$ cat src/simt_defs.svh
`ifndef SIMT_DEFS_SVH
`define SIMT_DEFS_SVH

// Core sizes
`define SIMT_NUM_WARPS      4
`define SIMT_NUM_LANES      4
`define SIMT_DATA_WIDTH     32
`define SIMT_REG_COUNT      16
`define SIMT_IADDR_WIDTH    8
`define SIMT_DADDR_WIDTH    16
`define SIMT_INSTR_WIDTH    32

// Instruction word fields
`define SIMT_OPCODE_RANGE   31:28
`define SIMT_RD_RANGE       27:24
`define SIMT_RS1_RANGE      23:20
`define SIMT_RS2_RANGE      19:16
`define SIMT_IMM_RANGE      15:0
`define SIMT_IMM_WIDTH      16

`endif

$ cat src/simt_pkg.sv
`include "simt_defs.svh"

package simt_pkg;

    typedef enum logic [3:0] {
        OP_ADD    = 4'h0,
        OP_SUB    = 4'h1,
        OP_AND    = 4'h2,
        OP_XOR    = 4'h3,
        OP_ADDI   = 4'h4,
        OP_LANEID = 4'h5,
        OP_STORE  = 4'h6,
        OP_MASK   = 4'h7,
        OP_HALT   = 4'h8
    } opcode_t;

    typedef enum logic [1:0] {
        WARP_IDLE,
        WARP_ACTIVE,
        WARP_DONE
    } warp_state_t;

    typedef enum logic [2:0] {
        SCHED_IDLE,
        SCHED_SELECT,
        SCHED_FETCH,
        SCHED_ISSUE,
        SCHED_DRAIN
    } sched_state_t;

    typedef logic [`SIMT_DATA_WIDTH-1:0]             data_t;
    typedef logic [`SIMT_IADDR_WIDTH-1:0]            iaddr_t;
    typedef logic [`SIMT_DADDR_WIDTH-1:0]            daddr_t;
    typedef logic [$clog2(`SIMT_REG_COUNT)-1:0]      reg_addr_t;
    typedef logic [$clog2(`SIMT_NUM_WARPS)-1:0]      warp_id_t;
    typedef logic [`SIMT_NUM_LANES-1:0]              lane_mask_t;

endpackage

$ cat src/lane_issue_if.sv
`timescale 1ns/100ps

// Decoded instruction broadcast from the scheduler to every lane
interface lane_issue_if;
    import simt_pkg::*;

    logic       issue_valid;
    opcode_t    opcode;
    reg_addr_t  rd;
    reg_addr_t  rs1;
    reg_addr_t  rs2;
    data_t      imm;
    warp_id_t   warp_id;
    lane_mask_t lane_mask;

    modport scheduler (
        output issue_valid, opcode, rd, rs1, rs2, imm, warp_id, lane_mask
    );

    modport lane (
        input issue_valid, opcode, rd, rs1, rs2, imm, warp_id, lane_mask
    );

endinterface

$ cat src/issue_scheduler.sv
`timescale 1ns/100ps

`include "simt_defs.svh"

module issue_scheduler (
    input  logic                           clk,
    input  logic                           reset,

    input  logic                           start,
    input  logic [2:0]                     active_warps,
    output logic                           done,

    output logic                           instr_read_valid,
    output simt_pkg::iaddr_t               instr_read_address,
    input  logic                           instr_read_ready,
    input  logic [`SIMT_INSTR_WIDTH-1:0]   instr_read_data,

    input  logic                           store_busy,

    lane_issue_if.scheduler                issue
);
    import simt_pkg::*;

    sched_state_t state;
    warp_state_t  warp_state [`SIMT_NUM_WARPS];
    iaddr_t       pc         [`SIMT_NUM_WARPS];
    lane_mask_t   warp_mask  [`SIMT_NUM_WARPS];

    warp_id_t cur_warp;
    // First warp the next round-robin search looks at
    warp_id_t base_warp;
    logic [`SIMT_INSTR_WIDTH-1:0] instr_word;

    logic     pick_found;
    warp_id_t pick_warp;
    opcode_t  cur_op;

    // Round-robin search over active warps starting at base_warp
    always_comb begin
        warp_id_t idx;
        pick_found = 1'b0;
        pick_warp  = base_warp;
        for (int k = 0; k < `SIMT_NUM_WARPS; k++) begin
            idx = base_warp + warp_id_t'(k);
            if (!pick_found && warp_state[idx] == WARP_ACTIVE) begin
                pick_found = 1'b1;
                pick_warp  = idx;
            end
        end
    end

    // Decode of the fetched word
    assign cur_op        = opcode_t'(instr_word[`SIMT_OPCODE_RANGE]);
    assign issue.opcode  = cur_op;
    assign issue.rd      = instr_word[`SIMT_RD_RANGE];
    assign issue.rs1     = instr_word[`SIMT_RS1_RANGE];
    assign issue.rs2     = instr_word[`SIMT_RS2_RANGE];
    assign issue.imm     = {{(`SIMT_DATA_WIDTH - `SIMT_IMM_WIDTH){instr_word[`SIMT_IMM_WIDTH-1]}},
                            instr_word[`SIMT_IMM_RANGE]};
    assign issue.warp_id   = cur_warp;
    assign issue.lane_mask = warp_mask[cur_warp];

    // Mask and halt stay inside the scheduler
    assign issue.issue_valid = (state == SCHED_ISSUE) && (cur_op != OP_MASK) &&
                               (cur_op != OP_HALT);

    assign instr_read_valid   = (state == SCHED_FETCH);
    assign instr_read_address = pc[cur_warp];

    always_ff @(posedge clk) begin
        if (reset) begin
            state     <= SCHED_IDLE;
            done      <= 1'b0;
            cur_warp  <= '0;
            base_warp <= '0;
            for (int i = 0; i < `SIMT_NUM_WARPS; i++) begin
                warp_state[i] <= WARP_IDLE;
                pc[i]         <= '0;
                warp_mask[i]  <= '1;
            end
        end else begin
            case (state)
                SCHED_IDLE: begin
                    if (start) begin
                        done      <= 1'b0;
                        cur_warp  <= '0;
                        base_warp <= '0;
                        state     <= SCHED_SELECT;
                        for (int i = 0; i < `SIMT_NUM_WARPS; i++) begin
                            warp_state[i] <= (3'(i) < active_warps) ? WARP_ACTIVE : WARP_IDLE;
                            pc[i]         <= '0;
                            warp_mask[i]  <= '1;
                        end
                    end
                end
                SCHED_SELECT: begin
                    if (pick_found) begin
                        cur_warp <= pick_warp;
                        state    <= SCHED_FETCH;
                    end else begin
                        // Every warp has halted
                        done  <= 1'b1;
                        state <= SCHED_IDLE;
                    end
                end
                SCHED_FETCH: begin
                    if (instr_read_ready) begin
                        instr_word <= instr_read_data;
                        state      <= SCHED_ISSUE;
                    end
                end
                SCHED_ISSUE: begin
                    pc[cur_warp] <= pc[cur_warp] + iaddr_t'(1);
                    base_warp    <= cur_warp + warp_id_t'(1);
                    if (cur_op == OP_MASK)
                        warp_mask[cur_warp] <= issue.imm[`SIMT_NUM_LANES-1:0];
                    if (cur_op == OP_HALT)
                        warp_state[cur_warp] <= WARP_DONE;
                    state <= (cur_op == OP_STORE) ? SCHED_DRAIN : SCHED_SELECT;
                end
                SCHED_DRAIN: begin
                    // Lanes raised req at the end of issue
                    if (!store_busy)
                        state <= SCHED_SELECT;
                end
                default: state <= SCHED_IDLE;
            endcase
        end
    end

endmodule

$ cat src/flat_wrapper.sv
// flat-port wrapper written by rule: the top's interface ports become plain ports
module issue_scheduler_flat import simt_pkg::*;
  (clk, reset, start, active_warps, done, instr_read_valid, instr_read_address, instr_read_ready, instr_read_data, store_busy, issue_issue_valid, issue_opcode, issue_rd, issue_rs1, issue_rs2, issue_imm, issue_warp_id, issue_lane_mask);
  lane_issue_if issue_i ();
  input  logic clk;
  input  logic reset;
  input  logic start;
  input  logic [2:0] active_warps;
  output logic done;
  output logic instr_read_valid;
  output simt_pkg::iaddr_t instr_read_address;
  input  logic instr_read_ready;
  input  logic [`SIMT_INSTR_WIDTH-1:0] instr_read_data;
  input  logic store_busy;
  output wire logic [$bits(issue_i.issue_valid)-1:0] issue_issue_valid;
  output wire logic [$bits(issue_i.opcode)-1:0] issue_opcode;
  output wire logic [$bits(issue_i.rd)-1:0] issue_rd;
  output wire logic [$bits(issue_i.rs1)-1:0] issue_rs1;
  output wire logic [$bits(issue_i.rs2)-1:0] issue_rs2;
  output wire logic [$bits(issue_i.imm)-1:0] issue_imm;
  output wire logic [$bits(issue_i.warp_id)-1:0] issue_warp_id;
  output wire logic [$bits(issue_i.lane_mask)-1:0] issue_lane_mask;
  assign issue_issue_valid = issue_i.issue_valid;
  assign issue_opcode = issue_i.opcode;
  assign issue_rd = issue_i.rd;
  assign issue_rs1 = issue_i.rs1;
  assign issue_rs2 = issue_i.rs2;
  assign issue_imm = issue_i.imm;
  assign issue_warp_id = issue_i.warp_id;
  assign issue_lane_mask = issue_i.lane_mask;
  issue_scheduler u_core (.clk(clk), .reset(reset), .start(start), .active_warps(active_warps), .done(done), .instr_read_valid(instr_read_valid), .instr_read_address(instr_read_address), .instr_read_ready(instr_read_ready), .instr_read_data(instr_read_data), .store_busy(store_busy), .issue(issue_i));
endmodule
$ cat config.mk
export PLATFORM = sky130hd
export DESIGN_NAME = issue_scheduler_flat
export DESIGN_NICKNAME = d
export VERILOG_FILES = /design/src/simt_pkg.sv /design/src/lane_issue_if.sv /design/src/issue_scheduler.sv /design/src/flat_wrapper.sv
export VERILOG_INCLUDE_DIRS = /design/src
export SDC_FILE = /design/constraint.sdc
export NUM_CORES = 1
export LEC_CHECK = 0
export BUFFER_PORTS_ARGS = -buffer_cell sky130_fd_sc_hd__buf_2
export CORE_MARGIN = 2
export CORE_UTILIZATION = 50
export DETAILED_ROUTE_END_ITERATION = 12
export GPL_ROUTABILITY_DRIVEN = 0
export PLACE_DENSITY = 0.77
export SKIP_LAST_GASP = 1
export SLEW_MARGIN = 10
export SYNTH_ARGS = -nofsm -noshare
export SYNTH_HDL_FRONTEND = slang
export SYNTH_SLANG_ARGS = --single-unit
$ cat constraint.sdc
create_clock -name clk -period 5.1 [get_ports clk]
set_input_delay 0.51 -clock clk [delete_from_list [all_inputs] [get_ports clk]]
set_output_delay 0.51 -clock clk [all_outputs]
set_load 0.005 [all_outputs]
==> results.yml, run 1 <==
clocking:
  cts_max_level: 3
  cts_hold_buffers: 0
  cts_sinks: 100
  cts_root_buf: "clkbuf_8"
  cts_tree: "done"
  cts-resized-gates: 0
  clk_latency_ns: 0.36
  cts_buffer_depth: 2
  post_cts_buffers: 0
  clk_transition_reported_paths_ns: 0.10
  cts_made_buffers: 9
worst_setup_path:
  worst_ep_arrival_time_ns: 2.08
  crit_path_cell_trace: "mux4_1, buf_2"
  start_kind: "register"
  cp_slowest_stage_delay_ns: 0.82
  critPathSlowestCell: "dfxtp_1"
  crit_path_max_fanout: 12
  crit_type: "reg2out"
  cp.required_ns: 4.59
  endpoint_kind: "output pin"
finish:
  nets: 456
  regArea_mm2: 0.00280
  drive_gt1_share_pct: 38.2
  fillCellCount: 707
  mostFrequentLayoutCell: "buf_2"
  multi_input_area_mm2: 0.00136
  final_cells: 524
  final_cell_mix: "buf_2 (104), edfxtp_1 (80), nor2_1 (48), nand2_1 (21), dfxtp_1 (20)"
  syn_to_final_growth_pct: 15.7
  num_antenna_cells: 0
floorplan:
  placeableCoreArea_mm2: 0.00859
  die_w_um: 97.3
  io_pins: 105
  initial_utilization_pct: 50.7
  die_y_um: 97.3
  rows: 34
  die_area_mm2: 0.00948
drt:
  viasPerCell: 5.42
  drt_iter0_drc: 181
  drc_errors: 0
  post_drt_wl_per_cell_um: 16.4
  drtAntennaViolNets: 0
  wirelength_um: 8590
  drtPass1Iterations: 4
  num_vias: 2838
yosys:
  synth_top_family_by_area: "simple AND/OR/NAND/NOR gates"
  synthSimpleGateAreaFrac_pct: 15.3
  seq_area_frac_synth_pct: 64.3
  async_flop_share_pct: 0
  synth_edf_count: 80
  yosysWarnings: 0
  synthMuxAreaShare_pct: 7.55
  synth.distinct_cells: 47
  synth-xor-area-share_pct: 1.72
  syn_inst: 319
  synth_compound_area_share_pct: 5.26
  syn_area_mm2: 0.00436
  synthAdderAreaFrac_pct: 1.44
  syn-num-nets: 364
  synth-seq-cells: 100
  syn_area_per_cell_um2: 13.7
  synth_flop_cell: "edfxtp_1"
timing:
  hold_viol: 0
  fin_worst_skew_ns: 0.00740
  final.min_clock_period_ns: 2.59
  setup-violations-final: 0
  fmax_mhz: 387
  relSlewSlack_pct: 44.2
  finalMaxSlewViolations: 0
  fin_crit_sh_pct: 50.7
  tightest_slew_ns: 0.831
  rsz0062_at_grt: "false"
  setup_tns_ns: 0
grt:
  antenna_found_initial: 0
  overflow: 0
  grt_pass1_wl_um: 14000
  gr-usage-all-layers_pct: 18.8
  grt_pass1_vias: 2896
  grt_start_max_net_pins: 33
pwr:
  combPwrFrac_pct: 16.8
  p_leak_nw: 1.90
  internal-power_w: 0.00125
  switching_share_pct: 28.5
  power.switching_w: 0.000501
  vdd_drop_max_mv: 0.210
  clockPowerShare_pct: 26.8
  powerDensity_mw_per_mm2: 348
  p_seq_share_pct: 56.4
place:
  dp_cells: 508
  portBuffers: 104
  dp_hpwl_um: 6470
run_status:
  run_status: "completed"
job:
  max_cap_viol_count: 0
min_path:
  hp-class: "in2reg"
final cells by class:
class,instances,area share (%)
timing repair buffer,106,10.6
sequential,100,55.6
multi-input combinational,188,27.1
tap,108,2.68
clock inverter,7,1.14
clock buffer,9,2.46
inverter,6,0.447
logic make-up after synthesis:
logic type | Yosys count
simple gates | 132
flops | 100
buf+inv | 31
compound gates | 30
mux | 15
xor+xnor | 6
fa+ha+maj | 5
cell usage after synthesis, types with 2 or more instances:
library cell   n  area [um^2]
a2111oi_0      4         35.0
a211o_1        2         17.5
a21o_1         5         37.5
a21oi_1        4         20.0
a22oi_1        2         15.0
and3_1         6         37.5
and3b_1        2         17.5
buf_2          5         25.0
buf_4         16          120
clkbuf_1       3         11.3
dfxtp_1       20          400
edfxtp_1      80         2400
ha_1           5         62.6
inv_1          6         22.5
mux4_2        13          293
nand2_1       21         78.8
nand2b_1       5         31.3
nand3_1        6         30.0
nand4_1        6         37.5
nor2_1        48          180
nor2b_1        3         18.8
nor3_1         9         45.0
o21ai_0        2         10.0
o22ai_1        2         12.5
o32ai_1        2         17.5
or2_2         16          100
or4_1          3         22.5
xor2_1         2         17.5
xor2_2         3         48.8
stage by stage:
step           hold slack (ns)  utilization (%)  setup WS (ns)  power [W]  instance area, um^2
6_report                 0.316             58.7           2.51    0.00176                 5040
5_1_grt                  0.298             58.7           2.16    0.00183                 5040
4_1_cts                  0.305             58.7           2.42    0.00177                 5040
3_5_place_dp             0.463             56.6           2.47    0.00131                 4860
3_3_place_gp             0.449             56.6           2.53    0.00129                 4860
2_1_floorplan            0.441                -           3.10    0.00120                 4360
worst paths after layout:
kind,from,endpoint,slack (ns),cells past startpoint
max reg2reg,u_core.state[1],u_core.pc[0][5],2.53,4
max,register,instr_read_address[2],2.51,2
min,instr_read_data[22],u_core.instr_word[22],0.32,1
min reg2reg,u_core.warp_state[2][1],u_core.warp_state[2][1],0.49,1
sequential cells by signal, summed over array words and instances (netlist names), named ones only:
signal	flops
u_core.warp_state	8
u_core.done	1
u_core.warp_mask	16
u_core.pc	32
u_core.issue.warp_id	2
u_core.state	3
u_core.base_warp	2
u_core.instr_word	32
layer usage:
metal	global-route usage (%)	wire [um]
met2	32.6	4340
met3	4.68	592
met4	6.62	146
met5	0	0
met1	23.2	3510
critical path: cells and delay by family (launching register included):
family	cells	cell delay (ns)
flops	1	0.82
mux	1	0.73
buf+inv	1	0.17
power groups by stage:
| stage | Clock, W | Sequential [W] | Combinational (W) |
|---|---|---|---|
| final | 0.000470 | 0.000990 | 0.000295 |
| after global routing | 0.000507 | 0.00100 | 0.000325 |
| after CTS | 0.000479 | 0.000991 | 0.000296 |
| after detailed placement | 0 | 0.00101 | 0.000295 |
| after global placement | 0 | 0.00101 | 0.000285 |
| after floorplan | 0 | 0.000987 | 0.000216 |
Power figures use the tool's default switching activity.
==> inputs of run 2 (changes only) <==
Settings changed: CORE_UTILIZATION 50 to 48, PLACE_DENSITY 0.77 to 0.78.
Clock period 5.1 ns to 2.1 ns, I/O delays scaled along.
==> results.yml, run 2 (same netlist as run 1, synthesis figures left out) <==
worst_setup_path:
  cp_slowest_stage_delay_ns: 0.58
  crit_type: "reg2out"
  critPathSlowestCell: "mux4_2"
  crit_path_end: "instr_read_address[5]"
  ff2ff_setup_slack_ns: 0.13
  reg2reg_depth: 6
  start_kind: "register"
  crit_path_max_fanout: 6
  worst_ep_arrival_time_ns: 1.77
  endpoint_kind: "output pin"
  crit_path_cell_trace: "buf_4, mux4_2, buf_2"
  reg2reg_to: "u_core.pc[0][4]"
  cp.required_ns: 1.89
floorplan:
  die_y_um: 99.3
  die_w_um: 99.3
  rows: 34
  io_pins: 105
  die_area_mm2: 0.00985
  initial_utilization_pct: 49.7
  placeableCoreArea_mm2: 0.00876
finish:
  syn_to_final_growth_pct: 26.8
  regArea_mm2: 0.00281
  final_cells: 570
  fillCellCount: 652
  nets: 502
  multi_input_area_mm2: 0.00137
  reg_top3: "u_core.instr_word x32, u_core.pc x32, u_core.warp_mask x16"
  drive_gt1_share_pct: 38.5
  num_antenna_cells: 0
  mostFrequentLayoutCell: "buf_2"
  final_cell_mix: "buf_2 (104), edfxtp_1 (80), nor2_1 (48), dlygate4sd3_1 (30), nand2_1 (21)"
pwr:
  internal-power_w: 0.00336
  vdd_drop_max_mv: 0.526
  combPwrFrac_pct: 18.1
  switching_share_pct: 27.3
  clockPowerShare_pct: 29.8
  powerDensity_mw_per_mm2: 837
  p_seq_share_pct: 52.1
  power.switching_w: 0.00126
  p_leak_nw: 2.13
job:
  max_cap_viol_count: 0
drt:
  viasPerCell: 5.41
  drc_errors: 0
  drt_iter0_drc: 173
  drtAntennaViolNets: 0
  num_vias: 3084
  post_drt_wl_per_cell_um: 18.5
  drtPass1Iterations: 4
  wirelength_um: 10500
timing:
  rsz0062_at_grt: "false"
  hold_ws_ns: 0.0137
  hold_viol: 0
  fin_crit_sh_pct: 94.2
  setup_tns_ns: 0
  setup-violations-final: 0
  fin_worst_skew_ns: 0.0207
  final.min_clock_period_ns: 1.98
  fmax_mhz: 505
  relSlewSlack_pct: 67.3
  finalMaxSlewViolations: 0
  tightest_slew_ns: 0.490
place:
  dp_cells: 524
  dp_hpwl_um: 6700
  portBuffers: 104
clocking:
  clk_transition_reported_paths_ns: 0.09
  post_cts_buffers: 0
  cts_sinks: 100
  cts_made_buffers: 9
  cts_root_buf: "clkbuf_8"
  clk_latency_ns: 0.38
  cts_tree: "done"
  cts_max_level: 3
  cts_buffer_depth: 2
grt:
  gr-usage-all-layers_pct: 20.2
  antenna_found_initial: 0
  grt_start_max_net_pins: 33
  overflow: 0
  grt_pass1_wl_um: 15100
  grt_pass1_vias: 2975
min_path:
  hp-class: "in2reg"
run_status:
  run_status: "completed"
==> run 2: cell types whose count changed in the layout (fill, tap and decap cells not counted), sizes merged <==
cell | before | now
dlygate4sd3 | 0 | 30
buf | 106 | 122
bufinv | 0 | 2
inv | 9 | 7
clkinv | 3 | 2
clkinvlp | 1 | 2
==> run 2: how the worst min path moves through the flow <==
stage | from | end | slack [ns] | cells past startpoint
floorplan | instr_read_data[0] | u_core.instr_word[0] | 0.31 | 0
global placement | instr_read_data[17] | u_core.instr_word[17] | 0.39 | 1
detailed placement | instr_read_data[10] | u_core.instr_word[10] | 0.39 | 1
CTS | instr_read_data[10] | u_core.instr_word[10] | 0.0005 | 1
global route | instr_read_data[20] | u_core.instr_word[20] | 0.003 | 1
finish | instr_read_data[2] | u_core.instr_word[2] | 0.01 | 1
==> run 2: power by group through the flow <==
stage	clock, W	sequential [W]	combinational (W)
after floorplan	0	0.00240	0.000525
after global placement	0	0.00244	0.000748
after detailed placement	0	0.00245	0.000774
after CTS	0.00138	0.00240	0.000800
after global routing	0.00147	0.00242	0.000906
final	0.00138	0.00241	0.000837
==> run 2: layout make-up <==
class                           count  share of cell area, %
Sequential cell                   100                   50.8
Clock buffer                        9                   2.24
Tap cell                          108                   2.45
Multi-Input combinational cell    188                   24.8
Inverter                            6                  0.408
Clock inverter                      7                   1.81
Timing Repair Buffer              152                   17.5
==> run 2: critical path: cells and delay by family, from the launching register on <==
kind                   cells  cell delay (ns)
buffers and inverters      2             0.37
DFF                        1             0.44
muxes                      1             0.58
==> run 2: repair_timing <==
action                                  in CTS  in global routing
hold endpoints to repair                    14                 16
resized for setup                            2                  1
hold buffers                                14                 16
endpoints found under the setup margin       3                  1
==> run 2: metal layers <==
layer / GRT usage (%) / wire (um)
met1: 23.8 / 3990
met2: 35.0 / 5550
met3: 6.25 / 790
met4: 7.06 / 200
met5: 0 / 0
==> run 2: through the flow <==
stage	worst slack, ns	util [%]	instance area (um^2)	total power [W]
3_5_place_dp	0.0224	57.0	4990	0.00322
3_3_place_gp	0.0846	57.0	4990	0.00318
2_1_floorplan	0.0951	-	4360	0.00292
6_report	0.121	63.0	5520	0.00462
5_1_grt	0.0355	63.0	5520	0.00479
4_1_cts	0.101	61.2	5360	0.00458
==> inputs of run 3 (changes only) <==
Settings changed: BUFFER_PORTS_ARGS -buffer_cell sky130_fd_sc_hd__buf_2 to -buffer_cell sky130_fd_sc_hd__buf_4, CTS_CLUSTER_DIAMETER set to 30.
==> results.yml, run 3 (same netlist as run 1, synthesis figures left out) <==
clocking:
  cts_buffer_depth: 2
  cts_max_level: 3
  clk_latency_ns: 0.36
  cts_sinks: 100
  clk_transition_reported_paths_ns: 0.10
  cts_root_buf: "clkbuf_8"
  cts_made_buffers: 9
  cts_tree: "done"
worst_setup_path:
  crit_path_cell_trace: "buf_4, mux4_2, buf_4"
  cp_slowest_stage_delay_ns: 0.59
  cpMostUsedCell: "buf_4"
  worst_ep_arrival_time_ns: 1.76
  start_kind: "register"
  critPathBufInv: 2
  crit_family: "multiplexers"
  crit_path_max_fanout: 7
  crit_type: "reg2out"
  cp.required_ns: 1.89
  critPathSlowestCell: "mux4_2"
  endpoint_kind: "output pin"
drt:
  viasPerCell: 5.52
  drc_errors: 0
  drtPass1Iterations: 4
  wirelength_um: 9590
  post_drt_wl_per_cell_um: 17.6
  drt_iter0_drc: 141
  drtAntennaViolNets: 0
  num_vias: 3012
timing:
  final.min_clock_period_ns: 1.97
  finalMaxSlewViolations: 0
  tightest_slew_ns: 0.481
  fmax_mhz: 507
  setup_tns_ns: 0
  fin_worst_skew_ns: 0.0161
  hold_ws_ns: 0.0187
  relSlewSlack_pct: 67.6
  fin_crit_sh_pct: 93.9
  setup-violations-final: 0
  rsz0062_at_grt: "false"
  hold_viol: 0
finish:
  reg_top3: "u_core.instr_word x32, u_core.pc x32, u_core.warp_mask x16"
  num_antenna_cells: 0
  syn_to_final_growth_pct: 26.5
  nets: 478
  mostFrequentLayoutCell: "buf_4"
  regArea_mm2: 0.00280
  fillCellCount: 664
  drive_gt1_share_pct: 40.2
  multi_input_area_mm2: 0.00137
  final_cell_mix: "buf_4 (122), edfxtp_1 (80), nor2_1 (48), nand2_1 (21), dfxtp_1 (19)"
pwr:
  power.switching_w: 0.00121
  powerDensity_mw_per_mm2: 812
  vdd_drop_max_mv: 0.556
  internal-power_w: 0.00327
  combPwrFrac_pct: 19.2
  switching_share_pct: 27.0
  p_seq_share_pct: 53.7
  clockPowerShare_pct: 27.1
  p_leak_nw: 2.10
place:
  dp_hpwl_um: 6950
  portBuffers: 104
floorplan:
  initial_utilization_pct: 49.7
  placeableCoreArea_mm2: 0.00876
  die_y_um: 99.3
  io_pins: 105
  die_w_um: 99.3
  die_area_mm2: 0.00985
  rows: 34
grt:
  grt_start_max_net_pins: 33
  grt_pass1_vias: 2954
  grt_pass1_wl_um: 14800
  gr-usage-all-layers_pct: 19.4
  overflow: 0
  antenna_found_initial: 0
job:
  max_cap_viol_count: 0
min_path:
  hp-class: "in2reg"
run_status:
  run_status: "completed"
[run 3: changes by cell type in the layout (fill, tap and decap cells not counted), sizes merged]
cell / before / now
dlygate4sd3: 30 / 5
clkinv: 2 / 1
clkbuf: 9 / 11
buf: 122 / 123
bufinv: 2 / 1
[run 3: final timing paths]
check / slack, ns / cells past startpoint / from / end
max: 0.13 / 3 / register / instr_read_address[6]
min: 0.02 / 1 / instr_read_data[19] / u_core.instr_word[19]
max reg2reg: 0.14 / 5 / register / u_core.pc[3][4]
min reg2reg: 0.49 / 1 / u_core.warp_state[0][1] / u_core.warp_state[0][1]
[run 3: area by class of cell]
| cell class | instances | share of cell area (%) |
|---|---|---|
| sequential | 100 | 50.9 |
| multi-input combinational | 188 | 24.8 |
| timing repair buffer | 128 | 17.9 |
| tap | 108 | 2.45 |
| clock buffer | 11 | 2.38 |
| clock inverter | 5 | 1.14 |
| inverter | 6 | 0.409 |
[run 3: stage by stage]
| step | setup WS (ns) | total power (W) | std cells | cell area (um^2) | util (%) |
|---|---|---|---|---|---|
| global placement | 0.0837 | 0.00325 | 525 | 5260 | 60.0 |
| global route | 0.0383 | 0.00467 | 546 | 5510 | 62.9 |
| detailed placement | 0.0241 | 0.00329 | 525 | 5260 | 60.0 |
| floorplan | 0.0951 | 0.00292 | 319 | 4360 | - |
| CTS | 0.0942 | 0.00447 | 541 | 5460 | 62.3 |
| finish | 0.128 | 0.00447 | 546 | 5510 | 62.9 |
[run 3: repair_timing]
item	in CTS	in global routing
hold buffers	0	5
endpoints found under the setup margin	3	0
buffers inserted	0	0
hold endpoints to repair	0	5
gates resized for setup	2	0
[run 3: layer usage]
layer	track usage (%)	up-vias	part of all wire (%)
li1	-	1397	-
met5	0	-	0
met4	5.69	0	2.5
met2	32.1	150	50
met1	25.0	1441	39
met3	5.62	24	8.9
[run 3: power by group through the flow]
stage / clock network, W / logic (W) / registers [W]
2_1_floorplan: 0 / 0.000525 / 0.00240
4_1_cts: 0.00122 / 0.000848 / 0.00240
6_report: 0.00121 / 0.000858 / 0.00240
3_3_place_gp: 0 / 0.000812 / 0.00243
5_1_grt: 0.00132 / 0.000931 / 0.00242
3_5_place_dp: 0 / 0.000843 / 0.00245
